[config.mk]
export PLATFORM = sky130hd
export DESIGN_NAME = fetch_ctrl
export DESIGN_NICKNAME = d
export VERILOG_FILES = /design/src/fetch_pkg.sv /design/src/fetch_ctrl.sv
export SDC_FILE = /design/constraint.sdc
export NUM_CORES = 1
export LEC_CHECK = 0
export BUFFER_PORTS_ARGS = -buffer_cell sky130_fd_sc_hd__buf_2
export CORE_AREA = 2 2 121 123
export CTS_CLUSTER_SIZE = 25
export DETAILED_ROUTE_END_ITERATION = 10
export DIE_AREA = 0 0 123 125
export GPL_TIMING_DRIVEN = 1
export PLACE_DENSITY = 0.55
export SLEW_MARGIN = 40
export SYNTH_ARGS = -nofsm -noshare
export SYNTH_HDL_FRONTEND = slang
export SYNTH_SLANG_ARGS = --single-unit
[constraint.sdc]
create_clock -name clk -period 4.3 [get_ports clk]
set_input_delay 0 -clock clk [delete_from_list [all_inputs] [get_ports clk]]
set_output_delay 0 -clock clk [all_outputs]
set_load 0.005 [all_outputs]
[src/fetch_pkg.sv]
package fetch_pkg;

    // address and cache geometry
    localparam int addr_w   = 32;
    localparam int num_ways = 8;
    localparam int way_w    = 3;
    localparam int num_sets = 64;
    localparam int index_w  = 6;
    localparam int offset_w = 3;
    localparam int tag_w    = 23;
    localparam int line_w   = 64;
    localparam int plru_w   = 7;

    // arsize codes
    localparam logic [2:0] size_word  = 3'd2;
    localparam logic [2:0] size_dword = 3'd3;

    typedef logic [addr_w-1:0]   addr_t;
    typedef logic [tag_w-1:0]    tag_t;
    typedef logic [index_w-1:0]  index_t;
    typedef logic [way_w-1:0]    way_t;
    typedef logic [num_ways-1:0] way_vec_t;
    typedef logic [line_w-1:0]   line_t;

    typedef enum logic [1:0] {
        trap_none     = 2'd0,
        trap_misalign = 2'd1
    } trap_t;

    typedef enum logic [2:0] {
        fs_idle,
        fs_addr,
        fs_data,
        fs_fill,
        fs_hold
    } fetch_state_t;

endpackage
[src/fetch_ctrl.sv]
`timescale 1ns/10ps

module fetch_ctrl (
    input  logic                clk,
    input  logic                rst,
    input  logic                pc_valid,
    input  fetch_pkg::addr_t    pc,
    input  logic                fence_i,
    output logic                pc_ready,
    output logic                out_valid,
    input  logic                out_ready,
    output fetch_pkg::trap_t    out_trap,
    output fetch_pkg::line_t    out_data,
    output fetch_pkg::way_vec_t hit_way,
    output logic                arvalid,
    input  logic                arready,
    output fetch_pkg::addr_t    araddr,
    output logic [2:0]          arsize,
    input  logic                rvalid,
    output logic                rready,
    input  fetch_pkg::line_t    rdata,
    input  fetch_pkg::way_vec_t hit_vec,
    input  logic                free_found,
    input  fetch_pkg::way_t     free_way,
    input  fetch_pkg::way_t     victim_way,
    output logic                install,
    output fetch_pkg::way_t     install_way,
    output logic                touch,
    output logic                refill_we,
    output fetch_pkg::way_t     refill_way,
    output fetch_pkg::index_t   refill_index,
    output fetch_pkg::line_t    refill_data
);
    import fetch_pkg::*;

    fetch_state_t state_q;
    fetch_state_t state_d;
    line_t        data_q;
    logic         misalign;
    logic         uncached;
    logic         hit;
    logic         fence_take;

    // no compressed instructions, so bits 1:0 must be zero
    assign misalign = pc[1:0] != 2'b00;
    // upper half of the address space is cached
    assign uncached = ~pc[addr_w-1];
    assign hit      = |hit_vec;

    assign araddr  = uncached ? pc : {pc[addr_w-1:offset_w], {offset_w{1'b0}}};
    assign arsize  = uncached ? size_word : size_dword;
    assign arvalid = state_q == fs_addr;
    assign rready  = state_q == fs_data;

    // refill goes to a free way first
    assign refill_we    = state_q == fs_fill;
    assign refill_way   = free_found ? free_way : victim_way;
    assign refill_index = pc[offset_w +: index_w];
    assign refill_data  = data_q;
    assign install      = refill_we;
    assign install_way  = refill_way;

    assign pc_ready = (out_valid && out_ready) || fence_take;

    always_comb begin
        state_d    = state_q;
        out_valid  = 1'b0;
        out_trap   = trap_none;
        out_data   = data_q;
        hit_way    = '0;
        touch      = 1'b0;
        fence_take = 1'b0;
        case (state_q)
            fs_idle: begin
                if (fence_i) begin
                    fence_take = 1'b1;
                end else if (pc_valid) begin
                    if (misalign) begin
                        out_valid = 1'b1;
                        out_trap  = trap_misalign;
                    end else if (!uncached && hit) begin
                        out_valid = 1'b1;
                        hit_way   = hit_vec;
                        touch     = out_ready;
                    end else begin
                        state_d = fs_addr;
                    end
                end
            end
            fs_addr: begin
                if (arready) begin
                    state_d = fs_data;
                end
            end
            fs_data: begin
                if (rvalid) begin
                    if (uncached) begin
                        out_valid = 1'b1;
                        out_data  = rdata;
                        state_d   = out_ready ? fs_idle : fs_hold;
                    end else begin
                        state_d = fs_fill;
                    end
                end
            end
            fs_fill: begin
                state_d = fs_idle;
            end
            fs_hold: begin
                out_valid = 1'b1;
                if (out_ready) begin
                    state_d = fs_idle;
                end
            end
            default: begin
                state_d = fs_idle;
            end
        endcase
    end

    always_ff @(posedge clk or posedge rst) begin
        if (rst) begin
            state_q <= fs_idle;
        end else begin
            state_q <= state_d;
        end
    end

    // bus beat, kept for fill and hold
    always_ff @(posedge clk) begin
        if (rvalid && rready) begin
            data_q <= rdata;
        end
    end

endmodule

### After elaboration in Yosys (flattened, before gate mapping)

Index checks and enable logic that the tools add are counted.

* bits in registers: 67
* logic and storage cells: 60
* bits of input ports: 118

* muxes and demuxes: 39
* equality and inequality tests: 11
* reductions and logical operators: 8

Operators with widths (count)
* 2-to-1 mux 64 bit: 3
* 2-to-1 mux 8 bit: 5
* 2-to-1 mux 32 bit: 1
* 2-to-1 mux 3 bit: 10
* 2-to-1 mux 1 bit: 18
* inequality test 2 bit (second input constant): 6
* case mux 3 bit (4 select lines): 1
* OR reduction 8 bit: 1
* AND reduction 7 bit: 1
* equality test 3 x 2 -> 1 bit (second input constant): 2
* equality test 3 x 1 -> 1 bit (second input constant): 1
* equality test 3 bit (second input constant): 1
* logical AND 1 bit: 3
* zero test 3 bit: 1
* case mux 1 bit (3 select lines): 1
* inequality test 2 x 1 -> 1 bit (second input constant): 1
* nonzero test 2 bit: 1
* logical OR 1 bit: 1

### Depth between registers and ports, before layout

* depth in word-level cells: 9
* depth in mapped cells: 7

### Least setup slack after synthesis

No wires, ideal clock.

* kind: register to register
* from: reg state_q[2]
* to: reg data_q[0] (netlist: refill_data[0]), enable pin
* arrival time: 2307 ps
* stages on the path, launching flop included: 5
* setup slack: 1564 ps
* setup time: 429 ps
* data required time: 3871 ps
* buffers on the path: 1
* cells stage by stage: dfrtp_1 > buf_2 > nand2b_4 > nor2_2 > and2_1

* word-level cells in the longest chain between the ends: 2

Ends and longest elaborated chain
* from (decl): line fetch_ctrl.sv:36 `fetch_state_t state_q;`
* from (signal assigned): line fetch_ctrl.sv:123 `state_q <= fs_idle;`
* from (signal assigned): line fetch_ctrl.sv:125 `state_q <= state_d;`
* equality test 3 x 2 -> 1 bit: line fetch_ctrl.sv:53 `assign rready = state_q == fs_data;`
* via rready: line fetch_ctrl.sv:20 `output logic rready,`
* logical AND 1 bit: line fetch_ctrl.sv:131 `if (rvalid && rready) begin`
* to (signal assigned): line fetch_ctrl.sv:132 `data_q <= rdata;`
* to (decl): line fetch_ctrl.sv:38 `line_t data_q;`

The timed path passes the listed nets, and every way through them passes these cells.
A chain may end at the register's enable or synchronous reset.

### Worst setup path in the final report

* from: reg state_q[2]
* to: out out_data[15]

* word-level cells in the longest chain between the ends: 2

Ends and longest elaborated chain
* equality test 3 x 2 -> 1 bit: line fetch_ctrl.sv:73 `case (state_q)`
* 2-to-1 mux 64 bit: line fetch_ctrl.sv:73
* to (decl): line fetch_ctrl.sv:13 `output fetch_pkg::line_t out_data,`

No other way between the ends.

==> impl_metrics.env <==
export IMPL_grt_pass1_vias=2932
export IMPL_post_route_drc_count=0
export IMPL_drt_total_wl_mm=11.2
export IMPL_worstSetupStartpointType="flop"
export IMPL_yosys_area_top_type="edfxtp_1"
export IMPL_clkSlewWorstSetupHoldPaths_ns=0.06
export IMPL_fmax_ghz=0.418
export IMPL_ff2ff_setup_slack_ns=2.17
export IMPL_setup_violations=0
export IMPL_arrival_ns=2.39
export IMPL_yosys_register_bits=67
export IMPL_cp_required_ns=4.30
export IMPL_dp_cells=623
export IMPL_cts_sinks=67
export IMPL_antenna_cells=0
export IMPL_die_area_mm2=0.0154
export IMPL_ctsHtreeMaxLevel=3
export IMPL_rr_startpoint="state_q[2]"
export IMPL_ys_seq_area_share_pct=56.1
export IMPL_die_w_um=123
export IMPL_fin_crit_sh_pct=55.6
export IMPL_regArea_mm2=0.00200
export IMPL_yosysWarnings=0
export IMPL_die_height_um=125
export IMPL_reg2reg_depth=5
export IMPL_min_period_ns=2.39
export IMPL_clock_skew_ns=0.00572
export IMPL_tightest_slew_ns=0.836
export IMPL_timing_setup_tns_ns=0
export IMPL_static_leakage_power_nw=2.47
export IMPL_drt_initial_drc_count=143
export IMPL_hpwl_mm=8.24
export IMPL_worstReg2RegEnd="refill_data[35]"
export IMPL_synth_avg_cell_area_um2=14.6
export IMPL_setup_worst_path_start="state_q[2]"
export IMPL_critPathCaptureType="output port"
export IMPL_hold_violations=0
export IMPL_cp_endpoint="out_data[15]"
export IMPL_grt_overflow=0
export IMPL_clock_latency_ns=0.33
export IMPL_synth_distinct_cells=35
export IMPL_cts_resized=0
export IMPL_ir_drop_uv=180
export IMPL_via_count=3062
export IMPL_n_fill_cell=1320
export IMPL_drtAntennaViolNets=0
export IMPL_grt_max_degree=65
export IMPL_path_max_fanout=64
export IMPL_gp_congestion=0.814
export IMPL_place_port_buffers=244
export IMPL_cts_root_buf="clkbuf_16"
export IMPL_synth_top_area_share_pct=54.0
export IMPL_first_pass_iters=4
export IMPL_core_mm2=0.0142
export IMPL_outcome="complete, no violations"
export IMPL_cts_tree="yes"
export IMPL_syn_cell_area_mm2=0.00356
export IMPL_drive_above_1_share_pct=65.3
export IMPL_wl_per_cell_um=15.9
export IMPL_start_util_pct=25.0
export IMPL_grt_antenna_before_repair=0
export IMPL_num_nets_final=634
export IMPL_grt_usage_pct=13.6
export IMPL_critical_path_class="reg -> out"
export IMPL_io_pins=310
export IMPL_power_density_mw_per_mm2=405
export IMPL_cts_made_buffers=9
export IMPL_grt_pass1_wl_mm=15.7
export IMPL_slew_limit_headroom_pct=44.3
export IMPL_cap_violations=0
export IMPL_ys_top_cells_by_area="edfxtp_1, mux2_2, buf_4"
export IMPL_slew_violations=0
export IMPL_worstHoldPathType="in -> out"
export IMPL_instances_no_fill=705
export IMPL_rsz0062_at_grt="false"
export IMPL_multi_input_area_mm2=0.00115
export IMPL_syn_inst=243
export IMPL_fp_row_count=44
export IMPL_viasPerCell=4.34
export IMPL_cts_buffer_depth=2
export IMPL_syn2layout_area_growth_pct=57.5
export IMPL_post_cts_setup_buffers=0
registers in the layout (all words and copies together) (netlist names):
signal / cells
state_q: 3
refill_data: 64
critical path, cell delays in order (launching register included):
cell and delay, ns:
dfrtp_1 0.48, nand2b_4 0.20, nor2_2 0.05, nand3b_1 0.09, buf_4 0.60, mux2_2 0.41, buf_2 0.13
stage by stage:
stage / utilization, % / instance area [µm²] / hold slack (ns) / power (W) / worst slack [ns]
2_1_floorplan: - / 3560 / -0.246 / 0.00124 / 1.56
4_1_cts: 39.5 / 5600 / 0.0000581 / 0.00230 / 1.89
3_3_place_gp: 32.5 / 4620 / -0.118 / 0.00151 / 1.98
3_5_place_dp: 32.7 / 4650 / -0.114 / 0.00152 / 2.15
5_1_grt: 39.5 / 5600 / 0.00000898 / 0.00240 / 1.76
6_report: 39.5 / 5600 / 0.00000201 / 0.00227 / 1.91
cells by family (layout without fill, tap and decap cells):
logic type	after synthesis	in the layout	synth area share [%]
other	2	3	0.211
buffers and inverters	55	332	11.7
and+or+nand+nor	39	39	7.53
DFF	67	67	56.1
AOI/OAI and AO/OA	12	12	2.88
muxes	68	68	21.5
cell usage in the layout, fill, tap and decap left out, drive strengths merged, types with 2 or more instances in the layout:
master,Yosys,layout
buf,51,247
mux2,67,67
dlygate4sd3,0,66
edfxtp,64,64
and2,11,11
clkbuf,1,9
nor2,8,8
nor2b,5,5
clkinv,0,5
a21oi,4,4
inv,3,3
conb,2,3
dfrtp,3,3
or4,2,2
nand3b,2,2
nand4,2,2
a41oi,2,2
o22ai,2,2
nand2b,2,2
cell usage after synthesis, drive strengths merged:
library cell	number
dfrtp	3
o22ai	2
or3b	1
and2	11
o211ai	1
buf	51
nor4	1
nor2b	5
mux2	67
mux2i	1
a32o	1
nor2	8
clkbuf	1
nor4b	1
nand2	1
nand3b	2
or2	1
o2111ai	1
or4	2
o32ai	1
nand4	2
a41oi	2
nand2b	2
edfxtp	64
inv	3
a21oi	4
conb	2
nor3b	1
nor3	1
worst min path at each step:
stage / depth (start not counted) / end / slack [ns] / from
CTS: 0 / refill_index[5] / 0.00006 / pc[8]
global placement: 2 / state_q[2] / -0.12 / rst
finish: 0 / araddr[17] / 0.000002 / pc[17]
global route: 0 / araddr[21] / 0.000009 / pc[21]
floorplan: 1 / state_q[0] / -0.25 / rst
detailed placement: 2 / state_q[2] / -0.11 / rst
per-layer routing:
layer  wire length (µm)  GRT usage [%]  vias up
li1                   -              -     1409
met1               3860           12.5     1406
met2               5900           25.8      206
met3               1020           4.88       41
met4                420           6.22        0
met5                  0              0        -
repair_timing:
action	in CTS	in global routing
hold buffers	66	0
setup endpoints to repair	0	0
endpoints found under the hold margin	68	0
layout make-up:
class	instances	area share, %
inverter	3	0.201
multi-input combinational	122	20.5
tap	184	4.11
clock buffer	9	4.02
timing repair buffer	313	34.3
sequential	67	35.6
clock inverter	7	1.23
where the power goes:
group / internal, W / total (W) / leakage (nW) / switching (W)
combinational: 0.000359 / 0.000665 / 1.71 / 0.000306
sequential: 0.000834 / 0.000889 / 0.623 / 0.0000551
clock: 0.000446 / 0.000713 / 0.143 / 0.000267
No activity file was read; power rests on OpenSTA's default activity.
