## config.mk

```make
export PLATFORM = sky130hd
export DESIGN_NAME = plru_tree
export DESIGN_NICKNAME = d
export VERILOG_FILES = /design/src/fetch_pkg.sv /design/src/plru_tree.sv
export SDC_FILE = /design/constraint.sdc
export NUM_CORES = 1
export LEC_CHECK = 0
export BUFFER_PORTS_ARGS = -buffer_cell sky130_fd_sc_hd__buf_2
export CORE_MARGIN = 3
export CORE_UTILIZATION = 57
export CTS_CLUSTER_DIAMETER = 40
export DETAILED_ROUTE_END_ITERATION = 8
export PLACE_DENSITY = 0.74
export SKIP_CTS_REPAIR_TIMING = 1
export SLEW_MARGIN = 20
export SYNTH_ARGS = -nofsm -noshare
export SYNTH_HDL_FRONTEND = slang
export SYNTH_SLANG_ARGS = --single-unit
```

## constraint.sdc

```tcl
create_clock -name clk -period 11.7 [get_ports clk]
set_input_delay 0 -clock clk [delete_from_list [all_inputs] [get_ports clk]]
set_output_delay 0 -clock clk [all_outputs]
set_load 0.005 [all_outputs]
```

## src/fetch_pkg.sv

```systemverilog
package fetch_pkg;

    // address and cache geometry
    localparam int addr_w   = 32;
    localparam int num_ways = 8;
    localparam int way_w    = 3;
    localparam int num_sets = 64;
    localparam int index_w  = 6;
    localparam int offset_w = 3;
    localparam int tag_w    = 23;
    localparam int line_w   = 64;
    localparam int plru_w   = 7;

    // arsize codes
    localparam logic [2:0] size_word  = 3'd2;
    localparam logic [2:0] size_dword = 3'd3;

    typedef logic [addr_w-1:0]   addr_t;
    typedef logic [tag_w-1:0]    tag_t;
    typedef logic [index_w-1:0]  index_t;
    typedef logic [way_w-1:0]    way_t;
    typedef logic [num_ways-1:0] way_vec_t;
    typedef logic [line_w-1:0]   line_t;

    typedef enum logic [1:0] {
        trap_none     = 2'd0,
        trap_misalign = 2'd1
    } trap_t;

    typedef enum logic [2:0] {
        fs_idle,
        fs_addr,
        fs_data,
        fs_fill,
        fs_hold
    } fetch_state_t;

endpackage
```

## src/plru_tree.sv

```systemverilog
`timescale 1ns/10ps

module plru_tree (
    input  logic                clk,
    input  logic                rst,
    input  fetch_pkg::addr_t    pc,
    input  logic                touch,
    input  fetch_pkg::way_vec_t hit_vec,
    output fetch_pkg::way_t     victim_way
);
    import fetch_pkg::*;

    logic [plru_w-1:0] tree_q [num_sets];
    logic [plru_w-1:0] tree;
    index_t            index;
    way_t              hit_idx;
    logic [2:0]        upd_half;
    logic [2:0]        upd_pair;
    logic              v_half;
    logic              v_pair;

    assign index = pc[offset_w +: index_w];
    assign tree  = tree_q[index];

    // one-hot hit to way number
    always_comb begin
        hit_idx = '0;
        for (int w = 0; w < num_ways; w++) begin
            if (hit_vec[w]) begin
                hit_idx = way_t'(w);
            end
        end
    end

    // bits on the path of the touched way
    assign upd_half = 3'd1 + {2'b00, hit_idx[2]};
    assign upd_pair = 3'd3 + {1'b0, hit_idx[2:1]};

    // 0 goes low, 1 goes high
    always_comb begin
        v_half     = tree[0];
        v_pair     = v_half ? tree[2] : tree[1];
        victim_way = {v_half, v_pair, tree[{1'b0, v_half, v_pair} + 3'd3]};
    end

    always_ff @(posedge clk or posedge rst) begin
        if (rst) begin
            for (int s = 0; s < num_sets; s++) begin
                tree_q[s] <= '0;
            end
        end else if (touch) begin
            // point every level away from the touched way
            tree_q[index][0]        <= ~hit_idx[2];
            tree_q[index][upd_half] <= ~hit_idx[1];
            tree_q[index][upd_pair] <= ~hit_idx[0];
        end
    end

endmodule

```

Word level (Yosys, flattened, before mapping)
Index checks and enable logic that the tools add are counted.
{"block": "classes", "addsub": 3, "multipliers": 0, "n_div": 0, "order_cmp": 7, "n_eq_ne": 0, "n_shift": 0, "muxes": 26, "bitwise_logic": 4, "n_reduce_logical": 3}
{"operator": "bitwise mux 448 bit", "count": 3}
{"operator": "demux 7 bit (select 6 bit)", "count": 3}
{"operator": "binary-select mux 7 bit (select 6 bit)", "count": 1}
{"operator": "two-way mux 7 bit", "count": 4}
{"operator": "two-way mux 3 bit", "count": 6}
{"operator": "less-than comparator 3 x 4 -> 1 bit, second input constant", "count": 2}
{"operator": "greater-or-equal comparator 7 bit, second input constant", "count": 1}
{"operator": "less-than comparator 7 x 1 -> 1 bit, second input constant", "count": 1}
{"operator": "NOT 6 -> 7 bit", "count": 1}
{"operator": "demux 1 bit (select 3 bit)", "count": 2}
{"operator": "two-way mux 1 bit", "count": 6}
{"operator": "less-than comparator 2 x 4 -> 1 bit, second input constant", "count": 1}
{"operator": "adder 2 x 2 -> 3 bit, first input constant", "count": 1}
{"operator": "adder 2 x 2 -> 3 bit, second input constant", "count": 1}
{"operator": "binary-select mux 1 bit (select 3 bit)", "count": 1}
{"operator": "greater-or-equal comparator 3 x 1 -> 1 bit, second input constant", "count": 1}
{"operator": "logical AND 1 bit", "count": 3}
{"operator": "NOT 1 bit", "count": 3}
{"operator": "adder 1 x 1 -> 2 bit, first input constant", "count": 1}
{"operator": "greater-or-equal comparator 2 x 1 -> 1 bit, second input constant", "count": 1}
{"block": "word_totals", "register_bits": 448, "latchBits": 0, "mem_bits_rw": 0, "rom_bits": 0, "out_inout_bits": 3, "memories": 0}

Depth between registers and ports, before layout
Gate-level depths: netlist of run 1.
{"block": "depth", "ltp_word": 16, "ltp_mapped": 16, "ltp_nobuf": 12}

Worst setup path after synthesis of run 1
OpenSTA, ideal clock, no wires.
{"block": "synth_path", "path_type": "reg-to-output", "start": "register tree_q[114] (netlist name)", "end": "output victim_way[0]", "arrival_time_ns": 2.791, "t_required_ns": 11.700, "slack_ns": 8.909, "stages_incl_launch_ff": 13, "n_path_buf": 0, "path_cell_list": "dfrtp_1 > mux4_2 > a221oi_1 > o211ai_1 > a2111oi_4 > nand2b_1 > nand2_1 > ha_1 > inv_1 > o221ai_1 > nor4_1 > o311ai_1 > a22oi_1"}
{"block": "synth_via", "elab_chain_len": 7}
{"item": "start, declared", "line_no": "plru_tree.sv:13", "rtl": "logic [plru_w-1:0] tree_q [num_sets];"}
{"item": "start signal, assigned by index", "line_no": "plru_tree.sv:53", "rtl": "tree_q[index][0] <= ~hit_idx[2];"}
{"item": "start signal, assigned by index", "line_no": "plru_tree.sv:54", "rtl": "tree_q[index][upd_half] <= ~hit_idx[1];"}
{"item": "start signal, assigned by index", "line_no": "plru_tree.sv:55", "rtl": "tree_q[index][upd_pair] <= ~hit_idx[0];"}
{"item": "binary-select mux 7 bit (select 6 bit) *", "line_no": "plru_tree.sv:23", "rtl": "assign tree = tree_q[index];"}
{"item": "two-way mux 7 bit (implied by the code) * (2 in a row)", "line_no": "plru_tree.sv:23"}
{"item": "two-way mux 1 bit", "line_no": "plru_tree.sv:42", "rtl": "v_pair = v_half ? tree[2] : tree[1];"}
{"item": "adder 2 x 2 -> 3 bit", "line_no": "plru_tree.sv:43", "rtl": "victim_way = {v_half, v_pair, tree[{1'b0, v_half, v_pair} + 3'd3]};"}
{"item": "binary-select mux 1 bit (select 3 bit) *", "line_no": "plru_tree.sv:43"}
{"item": "two-way mux 1 bit (implied by the code) *", "line_no": "plru_tree.sv:43"}
{"item": "end, declared", "line_no": "plru_tree.sv:9", "rtl": "output fetch_pkg::way_t victim_way"}
Every way passes the cells marked *; elsewhere a longest branch is shown, timed or not. The select of a mux whose other input is x is not followed.

Worst setup path in the final report of run 1
{"block": "layout_path", "start": "input pc[3]", "end": "output victim_way[0]"}
{"block": "layout_via", "elab_chain_len": 8}
{"item": "start, declared", "line_no": "plru_tree.sv:6", "rtl": "input fetch_pkg::addr_t pc,"}
{"item": "NOT 6 -> 7 bit (implied by the code) *", "line_no": "plru_tree.sv:23"}
{"item": "binary-select mux 7 bit (select 6 bit) *", "line_no": "plru_tree.sv:23"}
{"item": "two-way mux 7 bit (implied by the code) * (2 in a row)", "line_no": "plru_tree.sv:23"}
{"item": "two-way mux 1 bit", "line_no": "plru_tree.sv:42"}
{"item": "adder 2 x 2 -> 3 bit", "line_no": "plru_tree.sv:43"}
{"item": "binary-select mux 1 bit (select 3 bit) *", "line_no": "plru_tree.sv:43"}
{"item": "two-way mux 1 bit (implied by the code) *", "line_no": "plru_tree.sv:43"}
Marked as above.

==> results.txt, run 1 <==
* Status: complete, no violations
- Mapped Area: 0.0219 sq mm
* Share of synthesized registers carrying an async set or reset: 1.00
* Worst-path maximum fanout: 53
- Setup repair after global routing missed its margin: no
- The cell sitting at the root of the clock tree is a sky130_fd_sc_hd__clkbuf_16.
- For this run, the leading register cell type out of synthesis is sky130_fd_sc_hd__dfrtp_1.
- In this run, synthesis produced a sequential element count of 448.
- The largest registers in the layout are tree_q (448).
* Main combinational cell family by area after synthesis: multiplexers
- The share of the Yosys chip area taken by registers is 0.511.
* Number of library cell types mapped by synthesis: 77
- Cell count after placement: 2,436
- For this run, the number of standard cells in the final layout without fillers is 2,545.
* Pwr per Cell Area: 158 mW/mm^2
- The routed design has 62,500 um of wire.
* Worst Slack Setup Final: 6980 ps
- Number of enable-type register cells in the synthesized netlist: 0
- Power comes to 3840 uW.
* Worst slack at placement: 7130 ps
* Part of the cycle the worst path needs: 0.403
* Worst Hold Endpoint: tree_q[320]$_DFFE_PP0P_
* Initial antenna violation count: 2
- Number of cells on the worst hold path: 4
- Largest net degree at the start of global routing: 183
- Remaining Overflow, GRT: 0
* Chip width: 202 um
- The analysis attributes to cell leakage a power of 0.0106 uW.
- After technology mapping, the gate count stands at 2,053.
- In this run the most critical hold path is launched from hit_vec[5].
* Number of violations of the max-capacitance limit: 0
* Final routed DRC violation total: 0
- Buffers on Ports: 18
- Initial core utilization: 0.581
- The repair_antennas step left the layout with diodes totalling 0.
- HPWL Detailed: 36,800 um
* Startpoint-to-endpoint class of the critical path: in2out
- On the critical path the largest part of the delay comes from buffers and inverters.
- DR vias/cell: 6.67
* Worst r2r dst: tree_q[435]$_DFFE_PP0P_
- Share of synthesized cell area in full adder, half adder and majority cells: 0.00285
* Buffers plus inverters on the worst setup path: 4
* Critical Path Sink Type: output port
- Of the cells placed in the final design, the portion with a size suffix greater than 1 is 0.236.
- The slowest stage of the critical path belongs to the cell sky130_fd_sc_hd__buf_4.
- For this run, the total global-route usage over all layers was measured as 0.307.
* Class of the tightest hold or removal check: in2reg
- Vias in the first global route: 16,900
- Clock input transition at the sequential cells of the worst setup and hold paths: 60 ps
- Router iterations before antenna repair: 6
- Maximum frequency from static timing analysis: 212 MHz
- For the pin with the worst max-slew slack, the measured transition is 1110 ps.
* Synthesized net count: 2,101
- In this run the deepest clock path goes through 3 buffers.
- The worst register-to-register path begins at tree_q[435]$_DFFE_PP0P_.
- First-pass GRT wire length: 98,500 um
- The H-tree generated during clock tree synthesis spans 2 levels.
- Setup skew after layout: 0 ps
- At the end of routability-driven placement, the weighted congestion stood at 0.914.
- Dividing the detail-routed wire length by the instance count gives 24.6 um.
- Row count: 71
- Largest register by flop count: tree_q
- In this run the remaining antenna-violating nets after routing total 0.
- Cell-by-cell trace of the critical path: buf_4, buf_4, mux4_2, a22oi_1, o211ai_1, a211oi_4, nand2b_1, nand2_1, ha_1, inv_1, o221ai_1, nor4_1, o311ai_1, a22oi_1, buf_2
- 46 I/O pins were placed.
- Setup violations remaining at the end of the flow were counted as 0.
- A synthesized cell averages 10.7 sq um.
- TritonCTS built the clock tree.
* First-iteration detailed-routing DRC count: 1,942
- Critical path depth in cells: 15
- Slew headroom: 0.258
- Die extent in y: 202 um
* R2R cell count: 2
* Core Region: 0.0378 sq mm
- Measured against the total synthesized area, the mux share comes to 0.188.
* Fin nets: 2,038
* Number of buffers added by the clock tree synthesis step: 58
* Data required time at the worst endpoint: 11,700 ps
- The max-slew violation count is 0.
- Slowest stage delay, CP: 660 ps
- Number of synthesis warnings: 0
* Number of sinks driven by the clock tree: 448
- The die covers 0.0409 sq mm.
- The compound-cell area share of the yosys netlist came to 0.141.
- STA classifies the critical path startpoint as a primary input.
- At the worst endpoint, the arrival time is 4720 ps.
- Area Growth Syn to Fin: 10.8%
- For flop-to-flop paths, the worst setup slack is 10,890 ps.
- In the layout the commonest cells are sky130_fd_sc_hd__dfrtp_1, sky130_fd_sc_hd__nand2_1, sky130_fd_sc_hd__mux2_2.
* Final hold violation count: 0
- The register with the most flip-flops in the layout has 448 of them.
* Peak ir drop on the vdd network: 0.143 mV
- After routing, the total negative slack on setup checks comes to 0 ps.
* Minimum clock period after layout: 4720 ps
- Clk_lat worst skew: 590 ps
* Share of the synthesized netlist area taken by xor and xnor gates: 0
* Most common library cell in the layout ignoring fill and taps: sky130_fd_sc_hd__dfrtp_1
- Simple-gate portion of the synthesized area: 0.120
* Via count: 17,000
[worst reg2reg max path: cells and delay by family, from the launching register on]
kind	cells	cell delay, ps
AOI/OAI and AO/OA	2	250
DFF	1	380
[power by group]
part | total, uW | leakage (uW) | internal (uW) | switching [uW]
Combinational | 326 | 0.00346 | 114 | 211
Clock | 1840 | 0.000984 | 1130 | 711
Sequential | 1680 | 0.00615 | 1630 | 43.2
Total | 3840 | 0.0106 | 2880 | 966
[metal layers]
layer  vias to the layer above  wire, um  GRT usage
met1                      8623     24800      0.428
li1                       7313         -          -
met4                         2      2600      0.126
met2                       882     29000      0.476
met5                         -        11          0
met3                       160      6060     0.0617
[through the flow]
step,cell area [sq um],hold WS [ps],util
global placement,22200,-51.6,0.588
floorplan,21900,445,-
finish,24300,114,0.644
detailed placement,22200,-46.5,0.588
CTS,24200,-677,0.641
global route,24300,153,0.644
[cells in the mapped netlist (3+ instances only)]
cell type	instances	area share
sky130_fd_sc_hd__a2111oi_0	5	0.0020
sky130_fd_sc_hd__a21oi_1	120	0.027
sky130_fd_sc_hd__a221oi_1	3	0.0012
sky130_fd_sc_hd__a22o_1	5	0.0020
sky130_fd_sc_hd__a22oi_1	83	0.028
sky130_fd_sc_hd__a31o_2	3	0.0012
sky130_fd_sc_hd__a31oi_1	65	0.019
sky130_fd_sc_hd__a41oi_1	9	0.0036
sky130_fd_sc_hd__and2_1	10	0.0029
sky130_fd_sc_hd__and3_1	3	0.00086
sky130_fd_sc_hd__and3b_1	7	0.0028
sky130_fd_sc_hd__and4_1	4	0.0016
sky130_fd_sc_hd__and4b_1	3	0.0014
sky130_fd_sc_hd__buf_1	27	0.0046
sky130_fd_sc_hd__buf_2	33	0.0075
sky130_fd_sc_hd__buf_4	5	0.0017
sky130_fd_sc_hd__buf_6	6	0.0031
sky130_fd_sc_hd__clkbuf_1	101	0.017
sky130_fd_sc_hd__dfrtp_1	448	0.51
sky130_fd_sc_hd__ha_1	5	0.0029
sky130_fd_sc_hd__inv_1	10	0.0017
sky130_fd_sc_hd__mux2_1	10	0.0051
sky130_fd_sc_hd__mux2_2	252	0.13
sky130_fd_sc_hd__mux2i_1	10	0.0046
sky130_fd_sc_hd__mux4_2	46	0.047
sky130_fd_sc_hd__nand2_1	370	0.063
sky130_fd_sc_hd__nand2b_1	5	0.0014
sky130_fd_sc_hd__nand3_1	13	0.0030
sky130_fd_sc_hd__nand3b_1	4	0.0014
sky130_fd_sc_hd__nand4_1	10	0.0029
sky130_fd_sc_hd__nand4b_1	3	0.0012
sky130_fd_sc_hd__nor2_1	121	0.021
sky130_fd_sc_hd__nor3_1	3	0.00068
sky130_fd_sc_hd__nor3b_1	3	0.0010
sky130_fd_sc_hd__nor4_1	5	0.0014
sky130_fd_sc_hd__nor4b_1	3	0.0012
sky130_fd_sc_hd__nor4bb_1	4	0.0018
sky130_fd_sc_hd__o2111ai_1	4	0.0016
sky130_fd_sc_hd__o211ai_1	3	0.0010
sky130_fd_sc_hd__o21ai_0	150	0.034
sky130_fd_sc_hd__o22ai_1	25	0.0071
sky130_fd_sc_hd__or3b_2	5	0.0020
sky130_fd_sc_hd__or4b_2	4	0.0018
[logic make-up after synthesis]
family	after synthesis
multiplexers	319
AO/OA/AOI/OAI	501
flip-flops	448
adder cells (fa/ha/maj)	5
AND/OR/NAND/NOR	595
buffers and inverters	185
[cell type report]
| class | count | area [sq um] |
|---|---|---|
| multi-input cells | 1420 | 9980 |
| flip-flops and latches | 448 | 11200 |
| repair buffers | 50 | 412 |
| clock inverters | 32 | 408 |
| fillers | 2909 | 13500 |
| clock buffers | 72 | 1600 |
| inverters | 12 | 48.8 |
| well taps | 511 | 639 |
[worst max-delay path by stage]
| stage | from | to | slack, ps |
|---|---|---|---|
| final | pc[3] | victim_way[0] | 6980 |
| after global placement | pc[3] | victim_way[0] | 7160 |
| after detailed placement | pc[3] | victim_way[0] | 7130 |
| after CTS | pc[3] | victim_way[0] | 7090 |
| after global routing | pc[3] | victim_way[0] | 6790 |
| after floorplan | rst | tree_q[0]$_DFFE_PP0P_ | 5640 |
No activity file was read; power rests on OpenSTA's default activity.
==> inputs of run 2 (changes only) <==
- clock period: 11.7 -> 4 ns (I/O delays scaled with it)
==> results.txt, run 2 (synthesis results as in run 1) <==
* Layout cell share with drive strength beyond 1: 0.272
- For this design the static power due to leakage is 0.0111 uW.
- Die extent in y: 202 um
* Slowest stage delay, CP: 560 ps
- Number of buffers added by the clock tree synthesis step: 60
- Of the available clock period, the critical path in the final layout requires 1.03.
- The critical path is of the reg2out type.
- Minimum clock period after layout: 4130 ps
* Data required time at the worst endpoint: 4000 ps
- Critical Path Sink Type: output port
- Worst slack at placement: 276 ps
- Setup repair after global routing could not meet its margin everywhere.
- Buffers plus inverters on the worst setup path: 3
* Worst-path maximum fanout: 3
- Counting flops per register, the top entry is tree_q.
* Clock input transition at the sequential cells of the worst setup and hold paths: 60 ps
* Setup skew after layout: 0 ps
- In the final layout, the registers with the most flip-flops are tree_q (448).
- TritonCTS built the clock tree.
* Arr. time, crit path: 4130 ps
- Final hold violation count: 0
- First-pass GRT wire length: 100,000 um
* Clk_lat worst skew: 630 ps
* Worst Hold Margin: 84.8 ps
- In the layout the commonest cells are sky130_fd_sc_hd__dfrtp_1, sky130_fd_sc_hd__nand2_1, sky130_fd_sc_hd__mux2_2.
- Area Growth Syn to Fin: 14.8%
* Initial core utilization: 0.581
- The core region is 0.0378 sq mm.
- Vias in the first global route: 17,400
* Failing checks: setup timing
- During I/O placement, the number of pins put on the boundary was 46.
* Overall Global Routing Usage: 0.314
- Clock tree synthesis found a total of 448 sinks.
- Summing all multi-input logic gate instances after layout gives 0.0100 sq mm.
* Htree depth: 2
* Remaining Overflow, GRT: 0
- Row count: 71
- In the final routed layout, each cell accounts on average for 24.4 um.
* Chip width: 202 um
- The clock passes through at most 3 buffers.
- Measured against its own limit, the worst slew margin works out to 0.336.
- Max-cap violations in this run came to 0.
- Setup slack on the critical path of the routed design comes to -135 ps.
- Initial antenna violation count: 2
* Clock root buffer master: sky130_fd_sc_hd__clkbuf_16
- The signal on the critical path passes through mux4_2, a221oi_2, o211ai_1, a2111oi_4, nand2b_1, nand2_2, ha_4, inv_2, o221ai_2, nor4_1, o311ai_1, a22oi_1, buf_4, buf_6.
- In this run the cell area measured after placement is 0.0230 sq mm.
* Flip-flop count of the largest register after layout: 448
* First-iteration detailed-routing DRC count: 2,039
- On the critical path, the stage with the largest delay is an instance of sky130_fd_sc_hd__a2111oi_4.
- 0 antenna diodes ended up in the layout.
- Status: finished with violations
- The congestion estimate from routability-driven global placement came to 0.948.
- Fin nets: 2,130
- Based on the critical path, the design can be clocked at up to 242 MHz.
- Final routed DRC violation total: 0
- Peak ir drop on the vdd network: 0.382 mV
- HPWL Detailed: 40,800 um
- Slew @ Worst Pin: 994 ps
- Final count of pins violating max slew: 0
- Residual antenna-violating net count after detailed routing: 0
- Counting the fill cells in the layout gives 2,803.
- Detailed routing inserted a total of 17,400 vias.
- The first detailed-routing pass took 6 iterations.
* Sequential cell area: 0.0112 sq mm
- Finished layout cell area: 0.0252 sq mm
* Pwr per Cell Area: 460 mW/mm^2
* Cell type group with the largest total delay on the critical path: compound AO/OA/AOI/OAI gates
- Class of the tightest hold or removal check: in2reg
- Most common library cell in the layout ignoring fill and taps: sky130_fd_sc_hd__dfrtp_1
- DR vias/cell: 6.60
- The floorplan step defined a die boundary enclosing 0.0409 sq mm.
- Largest net degree at the start of global routing: 214
* Total setup violations reported at the end of the flow: 1
- The worst setup path is launched from a register.
- Input and output buffers added on the ports amount to 18.
- Post-detailed-routing wire length: 64,400 um
## run 2: through the flow
step / total power [uW] / instances / utilization / setup TNS [ps]
after global placement: 5910 / 2527 / 0.609 / 0
after global routing: 11900 / 2640 / 0.667 / -312
after detailed placement: 5960 / 2527 / 0.609 / 0
after floorplan: 5620 / 2053 / - / -921600
after CTS: 11600 / 2636 / 0.665 / -112
final: 11600 / 2640 / 0.667 / -135
## run 2: final timing paths
kind	startpoint	end	slack [ps]	cells past startpoint
setup / recovery	tree_q[114]$_DFFE_PP0P_	victim_way[0]	-130	14
hold / removal	pc[7]	tree_q[401]$_DFFE_PP0P_	80	5
setup reg to reg	tree_q[114]$_DFFE_PP0P_	tree_q[114]$_DFFE_PP0P_	3130	3
hold reg to reg	tree_q[84]$_DFFE_PP0P_	tree_q[84]$_DFFE_PP0P_	480	2
max in group asynchronous	rst	tree_q[46]$_DFFE_PP0P_	2720	4
min in group asynchronous	rst	tree_q[283]$_DFFE_PP0P_	160	3
## run 2: final cells by class
cell class | instances | area share
flip-flops and latches | 448 | 0.445
inverters | 12 | 0.00194
multi-input cells | 1420 | 0.398
clock inverters | 36 | 0.0201
clock buffers | 73 | 0.0640
well taps | 511 | 0.0254
repair buffers | 140 | 0.0455
## run 2: worst reg2reg max path, stage by stage (launching register included)
cell                      delay [ps]
sky130_fd_sc_hd__dfrtp_1         390
sky130_fd_sc_hd__buf_4           140
sky130_fd_sc_hd__o21ai_0          50
sky130_fd_sc_hd__o21ai_0         120
## run 2: metal layers
layer / part of all wire / track usage / wire, um / up-vias
li1: - / - / - / 7500
met1: 0.40 / 0.429 / 25500 / 8727
met2: 0.45 / 0.478 / 29300 / 976
met3: 0.098 / 0.0712 / 6310 / 219
met4: 0.051 / 0.159 / 3280 / 4
met5: 0.00045 / 0 / 29 / -
## run 2: power breakdown
part           leakage [uW]  switching [uW]  total (uW)  internal, uW
clock network       0.00102            2130        5650          3530
registers           0.00615             132        4910          4780
logic               0.00394             637        1030           391
total                0.0111            2900       11600          8690
